[config.mk]
export PLATFORM = sky130hd
export DESIGN_NAME = obj_render_top
export DESIGN_NICKNAME = d
export VERILOG_FILES = /design/src/ppu_obj_pkg.sv /design/src/obj_fetcher.sv /design/src/obj_line_select.sv /design/src/obj_pixel_mixer.sv /design/src/obj_render_top.sv
export SDC_FILE = /design/constraint.sdc
export NUM_CORES = 1
export LEC_CHECK = 0
export BUFFER_PORTS_ARGS = -buffer_cell sky130_fd_sc_hd__buf_2
export CAP_MARGIN = 25
export CORE_AREA = 2 2 214 216
export DETAILED_ROUTE_END_ITERATION = 10
export DIE_AREA = 0 0 216 218
export HOLD_SLACK_MARGIN = 0.15
export PLACE_DENSITY = 0.68
export SLEW_MARGIN = 20
export SYNTH_ARGS = -nofsm -noshare
export SYNTH_HDL_FRONTEND = slang
export SYNTH_SLANG_ARGS = --single-unit
[constraint.sdc]
create_clock -name clk -period 13.8 [get_ports clk]
set_clock_uncertainty 0.1 [all_clocks]
set_input_delay 1.38 -clock clk [delete_from_list [all_inputs] [get_ports clk]]
set_output_delay 1.38 -clock clk [all_outputs]
set_load 0.02 [all_outputs]
[src/ppu_obj_pkg.sv]
`default_nettype none

package ppu_obj_pkg;

  // screen x, screen y and line number
  typedef logic [7:0] pixel_coord_t;

  // byte address into video memory
  typedef logic [15:0] vram_addr_t;

  // 2 bit colour number, 0 is transparent
  typedef logic [1:0] obj_color_t;

  // one object buffer entry, coordinates carry the hardware offsets
  typedef struct packed {
    pixel_coord_t y_pos;
    pixel_coord_t x_pos;
    logic [7:0]   tile_idx;
    logic [7:0]   attr;
    logic         valid;
  } obj_entry_t;

  // valid marks a slot that holds an opaque object pixel
  typedef struct packed {
    obj_color_t color;
    logic       valid;
  } obj_pixel_t;

  // slot 0 is the next pixel to be shown
  typedef obj_pixel_t [7:0] obj_row_t;

  typedef enum logic [1:0] {
    fetch_idle,
    fetch_low,
    fetch_high,
    fetch_push
  } fetch_state_t;

  // each byte read takes an address cycle and a data cycle
  typedef enum logic {
    phase_addr,
    phase_data
  } fetch_phase_t;

  localparam vram_addr_t   OBJ_TILE_BASE = 16'h8000;
  localparam pixel_coord_t OBJ_Y_OFFSET  = 8'd16;
  localparam pixel_coord_t OBJ_X_OFFSET  = 8'd8;
  localparam pixel_coord_t SCREEN_WIDTH  = 8'd160;

  // flip flags in attr
  localparam int ATTR_X_FLIP = 5;
  localparam int ATTR_Y_FLIP = 6;

endpackage

`default_nettype wire

[src/obj_fetcher.sv]
`timescale 1ns/1ps
`default_nettype none

module obj_fetcher #(
  parameter int MAX_SPRITES = 10
) (
  input  wire logic                     clk,
  input  wire logic                     reset,
  input  wire logic                     drawing,
  input  ppu_obj_pkg::pixel_coord_t     pixel_x,
  input  ppu_obj_pkg::obj_entry_t       obj_buf [MAX_SPRITES],
  input  wire logic [MAX_SPRITES-1:0]   line_active,
  input  ppu_obj_pkg::pixel_coord_t     line_ly,
  input  wire logic                     line_start_d,
  output logic                          vram_rd,
  output ppu_obj_pkg::vram_addr_t       vram_addr,
  input  wire logic [7:0]               vram_rdata,
  output logic                          stall,
  output logic                          push,
  output ppu_obj_pkg::obj_row_t         push_row
);

  ppu_obj_pkg::fetch_state_t state;
  ppu_obj_pkg::fetch_phase_t phase;

  logic [MAX_SPRITES-1:0]  pending;
  logic [MAX_SPRITES-1:0]  pending_eff;
  logic [MAX_SPRITES-1:0]  hit;
  logic [3:0]              hit_idx;
  logic                    hit_take;
  logic                    stall_q;

  ppu_obj_pkg::obj_entry_t cur_obj;
  logic [7:0]              low_byte;
  logic [2:0]              tile_row;
  ppu_obj_pkg::vram_addr_t row_addr;
  ppu_obj_pkg::obj_row_t   row_dec;

  // marks reloaded by line_start_d are already usable on that cycle
  assign pending_eff = line_start_d ? line_active : pending;

  always_comb begin
    for (int i = 0; i < MAX_SPRITES; i++) begin
      hit[i] = pending_eff[i] &&
               ({1'b0, pixel_x} + 9'(ppu_obj_pkg::OBJ_X_OFFSET) >= {1'b0, obj_buf[i].x_pos}) &&
               (pixel_x < obj_buf[i].x_pos);
    end
  end

  // lowest index wins
  always_comb begin
    hit_idx = '0;
    for (int i = MAX_SPRITES - 1; i >= 0; i--) begin
      if (hit[i]) begin
        hit_idx = 4'(i);
      end
    end
  end

  assign hit_take = drawing && (state == ppu_obj_pkg::fetch_idle) && (|hit) &&
                    (pixel_x < ppu_obj_pkg::SCREEN_WIDTH);

  // hold the pixel at pixel_x back already on the hit cycle
  assign stall = stall_q | hit_take;

  always_comb begin
    tile_row = 3'(line_ly + ppu_obj_pkg::OBJ_Y_OFFSET - cur_obj.y_pos);
    if (cur_obj.attr[ppu_obj_pkg::ATTR_Y_FLIP]) begin
      tile_row = ~tile_row;
    end
    row_addr = ppu_obj_pkg::OBJ_TILE_BASE + {4'd0, cur_obj.tile_idx, 4'd0} +
               {12'd0, tile_row, 1'b0};
  end

  assign vram_rd   = ((state == ppu_obj_pkg::fetch_low) || (state == ppu_obj_pkg::fetch_high)) &&
                     (phase == ppu_obj_pkg::phase_addr);
  assign vram_addr = (state == ppu_obj_pkg::fetch_high) ? row_addr + 16'd1 : row_addr;

  // high byte is taken straight from the read data
  always_comb begin
    logic [2:0] b;
    for (int i = 0; i < 8; i++) begin
      b = cur_obj.attr[ppu_obj_pkg::ATTR_X_FLIP] ? 3'(i) : 3'(7 - i);
      row_dec[i].color = {vram_rdata[b], low_byte[b]};
      row_dec[i].valid = vram_rdata[b] | low_byte[b];
    end
  end

  always_ff @(posedge clk or posedge reset) begin
    if (reset) begin
      state   <= ppu_obj_pkg::fetch_idle;
      phase   <= ppu_obj_pkg::phase_addr;
      stall_q <= 1'b0;
      push    <= 1'b0;
      pending <= '0;
    end else begin
      push <= 1'b0;
      if (line_start_d && (state != ppu_obj_pkg::fetch_idle)) begin
        // a new line drops any fetch in flight
        state   <= ppu_obj_pkg::fetch_idle;
        phase   <= ppu_obj_pkg::phase_addr;
        stall_q <= 1'b0;
        pending <= line_active;
      end else begin
        if (line_start_d) begin
          pending <= line_active;
        end
        unique case (state)
          ppu_obj_pkg::fetch_idle: begin
            if (hit_take) begin
              pending[hit_idx] <= 1'b0;
              stall_q          <= 1'b1;
              state            <= ppu_obj_pkg::fetch_low;
              phase            <= ppu_obj_pkg::phase_addr;
            end
          end
          ppu_obj_pkg::fetch_low: begin
            if (phase == ppu_obj_pkg::phase_addr) begin
              phase <= ppu_obj_pkg::phase_data;
            end else begin
              phase <= ppu_obj_pkg::phase_addr;
              state <= ppu_obj_pkg::fetch_high;
            end
          end
          ppu_obj_pkg::fetch_high: begin
            if (phase == ppu_obj_pkg::phase_addr) begin
              phase <= ppu_obj_pkg::phase_data;
            end else begin
              phase <= ppu_obj_pkg::phase_addr;
              state <= ppu_obj_pkg::fetch_push;
              push  <= 1'b1;
            end
          end
          ppu_obj_pkg::fetch_push: begin
            stall_q <= 1'b0;
            state   <= ppu_obj_pkg::fetch_idle;
          end
        endcase
      end
    end
  end

  always_ff @(posedge clk) begin
    if (hit_take) begin
      cur_obj <= obj_buf[hit_idx];
    end
    if ((state == ppu_obj_pkg::fetch_low) && (phase == ppu_obj_pkg::phase_data)) begin
      low_byte <= vram_rdata;
    end
    if ((state == ppu_obj_pkg::fetch_high) && (phase == ppu_obj_pkg::phase_data)) begin
      push_row <= row_dec;
    end
  end

  a_rd_single: assert property (@(posedge clk) disable iff (reset) vram_rd |=> !vram_rd);

  a_push_stalled: assert property (@(posedge clk) disable iff (reset) push |-> stall);

endmodule

`default_nettype wire

[src/obj_line_select.sv]
`timescale 1ns/1ps
`default_nettype none

module obj_line_select #(
  parameter int MAX_SPRITES = 10
) (
  input  wire logic                     clk,
  input  wire logic                     reset,
  input  wire logic                     oam_wr,
  input  wire logic [3:0]               oam_index,
  input  ppu_obj_pkg::obj_entry_t       oam_entry,
  input  wire logic                     line_start,
  input  ppu_obj_pkg::pixel_coord_t     ly,
  output ppu_obj_pkg::obj_entry_t       obj_buf [MAX_SPRITES],
  output logic [MAX_SPRITES-1:0]        line_active,
  output ppu_obj_pkg::pixel_coord_t     line_ly,
  output logic                          line_start_d
);

  // entry payload, the valid bits are kept apart so reset can clear them
  ppu_obj_pkg::obj_entry_t buf_q [MAX_SPRITES];
  logic [MAX_SPRITES-1:0]  buf_valid;
  logic [MAX_SPRITES-1:0]  in_range;

  always_ff @(posedge clk) begin
    if (oam_wr) begin
      buf_q[oam_index] <= oam_entry;
    end
  end

  always_comb begin
    for (int i = 0; i < MAX_SPRITES; i++) begin
      obj_buf[i]       = buf_q[i];
      obj_buf[i].valid = buf_valid[i];
    end
  end

  // row inside the object is ly + 16 - y_pos, a miss wraps above 7
  always_comb begin
    for (int i = 0; i < MAX_SPRITES; i++) begin
      in_range[i] = buf_valid[i] &&
                    ((ly + ppu_obj_pkg::OBJ_Y_OFFSET - buf_q[i].y_pos) < 8'd8);
    end
  end

  always_ff @(posedge clk or posedge reset) begin
    if (reset) begin
      buf_valid    <= '0;
      line_active  <= '0;
      line_ly      <= '0;
      line_start_d <= 1'b0;
    end else begin
      if (oam_wr) begin
        buf_valid[oam_index] <= oam_entry.valid;
      end
      if (line_start) begin
        line_active <= in_range;
        line_ly     <= ly;
      end
      line_start_d <= line_start;
    end
  end

  a_oam_index_range: assert property (@(posedge clk) disable iff (reset)
    oam_wr |-> (int'(oam_index) < MAX_SPRITES));

endmodule

`default_nettype wire

[src/obj_pixel_mixer.sv]
`timescale 1ns/1ps
`default_nettype none

module obj_pixel_mixer (
  input  wire logic                     clk,
  input  wire logic                     reset,
  input  wire logic                     drawing,
  input  wire logic                     line_start,
  input  wire logic                     stall,
  input  wire logic                     push,
  input  ppu_obj_pkg::obj_row_t         push_row,
  output ppu_obj_pkg::pixel_coord_t     pixel_x,
  output logic                          pixel_valid,
  output ppu_obj_pkg::pixel_coord_t     pixel_out_x,
  output ppu_obj_pkg::obj_color_t       pixel_color
);

  ppu_obj_pkg::obj_row_t queue;
  ppu_obj_pkg::obj_row_t merged;
  ppu_obj_pkg::obj_row_t shifted;
  logic                  emit;

  assign emit = drawing && !stall && !line_start && (pixel_x < ppu_obj_pkg::SCREEN_WIDTH);

  // an earlier object keeps its opaque pixels
  always_comb begin
    merged = queue;
    if (push) begin
      for (int i = 0; i < 8; i++) begin
        if (!queue[i].valid) begin
          merged[i] = push_row[i];
        end
      end
    end
  end

  always_comb begin
    for (int i = 0; i < 7; i++) begin
      shifted[i] = merged[i + 1];
    end
    // empty slot enters at the right
    shifted[7] = '0;
  end

  always_ff @(posedge clk or posedge reset) begin
    if (reset) begin
      queue       <= '0;
      pixel_x     <= '0;
      pixel_valid <= 1'b0;
    end else begin
      pixel_valid <= emit;
      if (line_start) begin
        queue   <= '0;
        pixel_x <= '0;
      end else begin
        if (emit) begin
          queue   <= shifted;
          pixel_x <= pixel_x + 8'd1;
        end else if (push) begin
          queue <= merged;
        end
      end
    end
  end

  always_ff @(posedge clk) begin
    if (emit) begin
      pixel_out_x <= pixel_x;
      pixel_color <= merged[0].color;
    end
  end

  a_x_in_screen: assert property (@(posedge clk) disable iff (reset)
    pixel_x <= ppu_obj_pkg::SCREEN_WIDTH);

endmodule

`default_nettype wire

[src/obj_render_top.sv]
`timescale 1ns/1ps
`default_nettype none

module obj_render_top #(
  parameter int MAX_SPRITES = 10
) (
  input  wire logic                     clk,
  input  wire logic                     reset,
  input  wire logic                     oam_wr,
  input  wire logic [3:0]               oam_index,
  input  ppu_obj_pkg::obj_entry_t       oam_entry,
  input  wire logic                     line_start,
  input  ppu_obj_pkg::pixel_coord_t     ly,
  input  wire logic                     drawing,
  output logic                          vram_rd,
  output ppu_obj_pkg::vram_addr_t       vram_addr,
  input  wire logic [7:0]               vram_rdata,
  output logic                          pixel_valid,
  output ppu_obj_pkg::pixel_coord_t     pixel_out_x,
  output ppu_obj_pkg::obj_color_t       pixel_color
);

  ppu_obj_pkg::obj_entry_t   obj_buf [MAX_SPRITES];
  logic [MAX_SPRITES-1:0]    line_active;
  ppu_obj_pkg::pixel_coord_t line_ly;
  logic                      line_start_d;
  ppu_obj_pkg::pixel_coord_t pixel_x;
  logic                      stall;
  logic                      push;
  ppu_obj_pkg::obj_row_t     push_row;

  obj_line_select #(.MAX_SPRITES(MAX_SPRITES)) i_line_select (
    .clk, .reset, .oam_wr, .oam_index, .oam_entry, .line_start, .ly,
    .obj_buf, .line_active, .line_ly, .line_start_d
  );

  obj_fetcher #(.MAX_SPRITES(MAX_SPRITES)) i_fetcher (
    .clk, .reset, .drawing, .pixel_x, .obj_buf, .line_active, .line_ly, .line_start_d,
    .vram_rd, .vram_addr, .vram_rdata, .stall, .push, .push_row
  );

  // queue and pixel counter
  obj_pixel_mixer i_mixer (
    .clk, .reset, .drawing, .line_start, .stall, .push, .push_row,
    .pixel_x, .pixel_valid, .pixel_out_x, .pixel_color
  );

endmodule

`default_nettype wire

==> flow_metrics.py, run 1 <==
metrics = {
    "run_status": {
        "status": "finished clean",
    },
    "clocking": {
        "ctsHoldBuffers": 0,
        "cts_setup_buffers": 0,
        "clkSinkCount": 387,
        "h-tree-depth": 2,
        "cts_tree": "done",
        "cts_resized": 0,
        "cts_root_buf": "clkbuf_16",
        "clk_latency_ns": 0.57,
        "numCtsBuffers": 43,
        "clock_path_buffers": 3,
        "clkSlewWorstSetupHoldPaths_ns": 0.06,
    },
    "placed_design": {
        "hpwl_um": 29600,
        "portBuffers": 75,
        "gp_congestion": 0.858,
        "pre_cts_ws_ns": 7.62,
    },
    "hold_path": {
        "min-delay-start": "i_line_select.buf_valid[0]$_DFFE_PP0P_",
        "hold-path-cell-count": 1,
        "hold_class": "flop to flop",
        "min_to": "i_line_select.buf_valid[0]$_DFFE_PP0P_",
    },
    "yosys": {
        "syn_avg_cell_area_um2": 12.4,
        "ys_async_sr_fraction_pct": 18.6,
        "synthCells": 1612,
        "synth-main-ff-cell": "edfxtp_1",
        "yosysWarnings": 0,
        "ys_seq_area_share_pct": 56.2,
        "ys_ff_latch": 387,
        "synthDistinctLibCells": 69,
        "syn_area_mm2": 0.0200,
        "synth_edf_count": 315,
    },
    "setup_path": {
        "critPathTopFamily": "compound AO/OA/AOI/OAI gates",
        "r2r-end": "i_mixer.queue[1]$_DFFE_PP0P_",
        "cp_num_buf_inv": 2,
        "critPathArrivalTime_ns": 6.55,
        "cp_cell_sequence": "and3_4, xor2_1, buf_4, ha_1, a21oi_1, and3_1, o21ai_0, a211o_1, a32oi_1, a41oi_4, nor4_4, buf_4, mux2i_1",
        "reg2reg_from": "i_mixer.pixel_x[5]$_DFFE_PP0P_",
        "crit_type": "flop to flop",
        "slowest_delay_ns": 0.93,
        "worstSetupPathDepth": 13,
        "cpMostUsedCell": "buf_4",
        "crit_fanout": 45,
        "worst_ep_required_time_ns": 14.18,
        "cpMaxStageDelayCell": "dfrtp_1",
        "worst-r2r-cell-count": 13,
        "crit_path_end_kind": "flop",
        "rrSetupSlack_ns": 7.63,
        "worst_setup_path_start_kind": "flop",
    },
    "sta": {
        "fin_ws_ns": 7.63,
        "hold_viol_final": 0,
        "drv_slew": 0,
        "worst_pin_slew_ns": 1.05,
        "clock.fmax_ghz": 0.162,
        "fin_crit_ns": 6.17,
        "relSlewSlack_pct": 30.3,
        "setup_viol": 0,
        "hold-worst-slack_ns": 0.398,
        "tns_ns": 0,
        "grt_setup_unrepaired": "false",
        "final.period_utilization_pct": 44.7,
    },
    "cells_and_area": {
        "fin_nets": 1966,
        "layout-drive-gt1-share_pct": 15.0,
        "postLayoutCoreUtil_pct": 50.6,
        "area_delta_synth_final_pct": 13.5,
        "fillCellCount": 3816,
        "multi_input_area_mm2": 0.00793,
        "seq_area_mm2": 0.0113,
    },
    "global_route": {
        "grt_usage_pct": 20.2,
        "grt_pass1_vias": 13275,
        "grt_remaining_overflow": 0,
        "grt_max_degree": 73,
        "antenna_found_initial": 3,
        "grt_pass1_wl_um": 72500,
    },
    "route": {
        "drc": 0,
        "vias": 12877,
        "drt_iter0_drc": 834,
        "viasPerCell": 5.49,
        "ant_nets": 0,
        "wl_um": 46900,
        "drt-pass1-iter-count": 5,
        "wl_per_cell_um": 20.0,
    },
    "die": {
        "io_pins": 86,
        "start_util_pct": 44.6,
        "rows": 78,
        "die_w_um": 216,
        "core_mm2": 0.0449,
        "die-area_mm2": 0.0471,
        "die_h_um": 218,
    },
    "pwr": {
        "switching_share_pct": 24.6,
        "combPwrFrac_pct": 11.8,
        "power.switching_w": 0.000711,
        "p_clk_share_pct": 40.9,
        "ir_drop_uv": 102,
        "seqPwrFrac_pct": 47.3,
        "power_w": 0.00289,
        "leakage_nw": 9.46,
        "power.density_mw_per_mm2": 127,
        "power.internal_w": 0.00218,
    },
    "run": {
        "drv_cap": 0,
    },
}
-- stage by stage --
step / instances / cell area (um2)
final: 2345 / 22700
after CTS: 2339 / 22600
after global placement: 2258 / 21100
after detailed placement: 2259 / 21100
after global routing: 2343 / 22700
after floorplan: 1614 / 20000
-- area by class of cell --
| cell class | count | share of cell area [%] |
|---|---|---|
| diodes | 2 | 0.0220 |
| clock buffers | 57 | 5.46 |
| clock inverters | 23 | 1.07 |
| inverters | 177 | 2.93 |
| multi-input cells | 1001 | 34.9 |
| flip-flops and latches | 387 | 49.6 |
| well taps | 600 | 3.30 |
| repair buffers | 98 | 2.75 |
-- flip-flops by register name (all words and copies together) (netlist names) --
register,count
i_fetcher.cur_obj,13
i_mixer.pixel_valid,1
i_line_select.line_start_d,1
i_fetcher.push_row,24
i_line_select.line_ly,3
i_line_select.buf_q,260
i_fetcher.state,2
i_line_select.line_active,10
i_fetcher.phase,1
i_fetcher.push,1
i_fetcher.stall_q,1
i_fetcher.low_byte,8
i_line_select.buf_valid,10
i_mixer.pixel_color,2
i_mixer.queue,24
i_mixer.pixel_out_x,8
i_mixer.pixel_x,8
i_fetcher.pending,10
-- power groups by stage --
stage                     clock [W]  sequential, W  combinational, W
after CTS                   0.00120        0.00137          0.000341
after global placement            0        0.00139          0.000321
after floorplan                   0        0.00139          0.000235
final                       0.00118        0.00137          0.000341
after global routing        0.00125        0.00138          0.000379
after detailed placement          0        0.00139          0.000338
-- cells in the mapped netlist (31+ instances only) --
cell type  instances  area, um2
a21o_1            42        315
a21oi_1           92        460
dfrtp_1           72       1800
edfxtp_1         315       9460
ha_1             199       2490
inv_1            177        664
mux2i_1           53        531
nand2_1           53        199
nand2b_1          31        194
nand3_1           34        170
nor2_1           115        432
o21ai_0           42        210
xnor2_1           36        315
-- worst max path at each step --
stage / slack [ns] / startpoint / to
6_report: 7.63 / i_mixer.pixel_x[5]$_DFFE_PP0P_ / i_mixer.queue[1]$_DFFE_PP0P_
5_1_grt: 7.36 / i_mixer.pixel_x[5]$_DFFE_PP0P_ / i_mixer.queue[1]$_DFFE_PP0P_
4_1_cts: 7.59 / i_mixer.pixel_x[5]$_DFFE_PP0P_ / i_mixer.queue[1]$_DFFE_PP0P_
3_5_place_dp: 7.62 / i_mixer.pixel_x[5]$_DFFE_PP0P_ / i_mixer.queue[1]$_DFFE_PP0P_
3_3_place_gp: 7.69 / i_mixer.pixel_x[5]$_DFFE_PP0P_ / i_mixer.pixel_color[0]$_DFFE_PP_
2_1_floorplan: 9.35 / i_mixer.pixel_x[5]$_DFFE_PP0P_ / i_mixer.pixel_color[0]$_DFFE_PP_
-- metal layers --
metal | vias up | wire length [um] | share of wire (%) | GRT usage, %
met4 | 2 | 1680 | 3.6 | 8.88
met2 | 366 | 22000 | 47 | 33.4
met3 | 113 | 2730 | 5.8 | 3.19
met5 | - | 13 | 0.028 | 0
li1 | 6102 | - | - | -
met1 | 6294 | 20500 | 44 | 26.3
-- placed cells by master, fill, tap and decap left out, types with 16 or more instances in the layout --
cell / netlist / routed
a21o_1: 42 / 42
a21oi_1: 92 / 90
and3_1: 16 / 16
buf_2: 13 / 75
buf_4: 16 / 17
clkbuf_16: 0 / 45
dfrtp_1: 72 / 72
edfxtp_1: 315 / 315
ha_1: 199 / 199
inv_1: 177 / 176
mux2_2: 30 / 30
mux2i_1: 53 / 53
nand2_1: 53 / 53
nand2b_1: 31 / 31
nand3_1: 34 / 34
nor2_1: 115 / 108
nor2b_1: 27 / 27
o21ai_0: 42 / 42
xnor2_1: 36 / 36
xor2_1: 19 / 19
-- cell families after synthesis --
logic type | Yosys count | synth area share, %
DFF | 387 | 56.2
and+or+nand+nor | 332 | 8.20
AOI/OAI and AO/OA | 327 | 11.6
buffers and inverters | 226 | 4.65
adders and majority gates | 200 | 12.5
muxes | 83 | 4.34
xor gates and xnor gates | 55 | 2.41
other | 2 | 0.0375
Power figures use the tool's default switching activity.
==> inputs of run 2 (changes only) <==
clock period = 6.48 ns   (was 13.8 ns; I/O delays follow)
==> run 2 against run 1 <==
  * Critical path depth shrank 1
  * Via count fell by 0.32%
  * Sequential cell count stayed put
  * Hold slack got worse by 0.22 ns
==> flow_metrics.py, run 2 (synthesis gave the netlist of run 1 again) <==
metrics = {
    "clocking": {
        "h-tree-depth": 2,
        "numCtsBuffers": 43,
        "clkSinkCount": 387,
        "clock_path_buffers": 3,
        "cts_tree": "done",
        "cts_root_buf": "clkbuf_16",
        "clk_latency_ns": 0.58,
        "cts_setup_buffers": 0,
        "clkSlewWorstSetupHoldPaths_ns": 0.06,
        "cts_resized": 0,
    },
    "setup_path": {
        "critPathTopFamily": "compound AO/OA/AOI/OAI gates",
        "critPathArrivalTime_ns": 4.90,
        "worst_setup_path_start_kind": "flop",
        "cp_cell_sequence": "and3_4, xor2_1, buf_4, ha_1, a21oi_1, and3_1, o21ai_0, a211o_1, a32oi_1, nand2_2, or3_1, o221a_2",
        "slowest_delay_ns": 0.72,
        "reg2reg_from": "i_mixer.pixel_x[4]$_DFFE_PP0P_",
        "crit_path_end_kind": "flop",
        "rrSetupSlack_ns": 1.78,
        "crit_fanout": 14,
        "cpMaxStageDelayCell": "or3_1",
        "r2r-end": "i_fetcher.cur_obj[6]$_DFFE_PN_",
        "worst_ep_required_time_ns": 6.69,
        "worst-r2r-cell-count": 12,
        "crit_type": "flop to flop",
        "cp_num_buf_inv": 1,
    },
    "sta": {
        "fin_ws_ns": 1.78,
        "relSlewSlack_pct": 31.9,
        "tns_ns": 0,
        "setup_viol": 0,
        "clock.fmax_ghz": 0.213,
        "grt_setup_unrepaired": "false",
        "worst_pin_slew_ns": 1.02,
        "final.period_utilization_pct": 72.5,
        "hold_viol_final": 0,
        "fin_crit_ns": 4.70,
        "drv_slew": 0,
    },
    "cells_and_area": {
        "fin_nets": 1984,
        "fillCellCount": 3837,
        "postLayoutCoreUtil_pct": 50.9,
        "reg.largest.list": "i_line_select.buf_q: 260 flops, i_fetcher.push_row: 24 flops, i_mixer.queue: 24 flops",
        "regMostFlops": "i_line_select.buf_q",
        "layout_common_cells": "edfxtp_1, ha_1, inv_1, nor2_1, a21oi_1",
        "final_common_cell": "edfxtp_1",
        "area_delta_synth_final_pct": 14.0,
        "largest_reg_flops": 260,
        "layout-drive-gt1-share_pct": 15.4,
    },
    "pwr": {
        "combPwrFrac_pct": 12.0,
        "power_w": 0.00614,
        "power.internal_w": 0.00462,
        "switching_share_pct": 24.7,
        "p_clk_share_pct": 40.6,
        "leakage_nw": 9.55,
        "seqPwrFrac_pct": 47.4,
        "power.switching_w": 0.00152,
        "ir_drop_uv": 234,
        "power.density_mw_per_mm2": 269,
    },
    "hold_path": {
        "min-delay-start": "vram_rdata[2]",
        "hold-path-cell-count": 1,
        "min_to": "i_fetcher.low_byte[2]$_DFFE_PP_",
        "hold_class": "input port to flop",
    },
    "global_route": {
        "grt_pass1_wl_um": 72500,
        "antenna_found_initial": 2,
        "grt_max_degree": 73,
        "grt_pass1_vias": 12975,
        "grt_usage_pct": 20.1,
        "grt_remaining_overflow": 0,
    },
    "placed_design": {
        "pre_cts_ws_ns": 1.85,
        "hpwl_um": 30300,
        "gp_congestion": 0.867,
        "portBuffers": 75,
    },
    "die": {
        "start_util_pct": 44.6,
        "die-area_mm2": 0.0471,
        "die_h_um": 218,
        "io_pins": 86,
        "core_mm2": 0.0449,
        "rows": 78,
        "die_w_um": 216,
    },
    "route": {
        "ant_nets": 0,
        "wl_per_cell_um": 19.8,
        "vias": 12836,
        "viasPerCell": 5.43,
        "drt-pass1-iter-count": 5,
        "wl_um": 46900,
        "drc": 0,
        "drt_iter0_drc": 847,
    },
    "run_status": {
        "status": "finished clean",
    },
    "run": {
        "drv_cap": 0,
    },
}
## run 2: changes by cell type in the layout (fill, tap and decap cells not counted), moves of 3 or more
| cell | delta |
|---|---|
| buf_4 | +14 |
| clkbuf_8 | -4 |
| clkinv_2 | +4 |
| dlygate4sd3_1 | +4 |
| clkbuf_1 | +3 |
| clkinvlp_4 | -3 |
## run 2: cell type report
class	count	area [um2]	area share [%]
Antenna cell	1	2.50	0.0110
Clock buffer	55	1170	5.13
Clock inverter	25	270	1.18
Inverter	177	666	2.92
Multi-Input combinational cell	1001	7930	34.7
Sequential cell	387	11300	49.3
Tap cell	600	751	3.29
Timing Repair Buffer	116	786	3.44
## run 2: through the flow
step           std cells  area, um2  hold slack (ns)
2_1_floorplan       1614      20000            0.367
3_3_place_gp        2271      21200            0.381
3_5_place_dp        2274      21300            0.388
4_1_cts             2357      22700            0.152
5_1_grt             2361      22800            0.166
6_report            2362      22800            0.181
## run 2: worst max path at each step
stage / cells after the start / startpoint / slack (ns) / endpoint
floorplan: 12 / i_mixer.pixel_x[5]$_DFFE_PP0P_ / 2.03 / i_mixer.pixel_color[0]$_DFFE_PP_
global placement: 12 / i_mixer.pixel_x[4]$_DFFE_PP0P_ / 1.82 / i_fetcher.cur_obj[6]$_DFFE_PN_
detailed placement: 12 / i_mixer.pixel_x[4]$_DFFE_PP0P_ / 1.85 / i_fetcher.cur_obj[6]$_DFFE_PN_
CTS: 12 / i_mixer.pixel_x[4]$_DFFE_PP0P_ / 1.79 / i_fetcher.cur_obj[6]$_DFFE_PN_
global route: 14 / i_mixer.pixel_x[3]$_DFFE_PP0P_ / 1.55 / i_fetcher.cur_obj[6]$_DFFE_PN_
finish: 12 / i_mixer.pixel_x[4]$_DFFE_PP0P_ / 1.78 / i_fetcher.cur_obj[6]$_DFFE_PN_
## run 2: what timing repair did
action                                 CTS  global route
endpoints found under the hold margin    3            17
setup endpoints to repair                0             0
hold buffers                             3             1
## run 2: per-layer routing
layer | wire, um | track usage [%] | vias up
met5 | 8 | 0 | -
met4 | 1030 | 6.76 | 2
met3 | 2470 | 3.00 | 73
met2 | 22300 | 33.7 | 318
met1 | 21100 | 26.8 | 6312
li1 | - | - | 6131
## run 2: power by group through the flow
stage / registers, W / clock network (W) / logic [W]
6_report: 0.00291 / 0.00249 / 0.000737
5_1_grt: 0.00293 / 0.00262 / 0.000825
4_1_cts: 0.00291 / 0.00253 / 0.000738
3_5_place_dp: 0.00296 / 0 / 0.000728
3_3_place_gp: 0.00296 / 0 / 0.000692
2_1_floorplan: 0.00295 / 0 / 0.000501
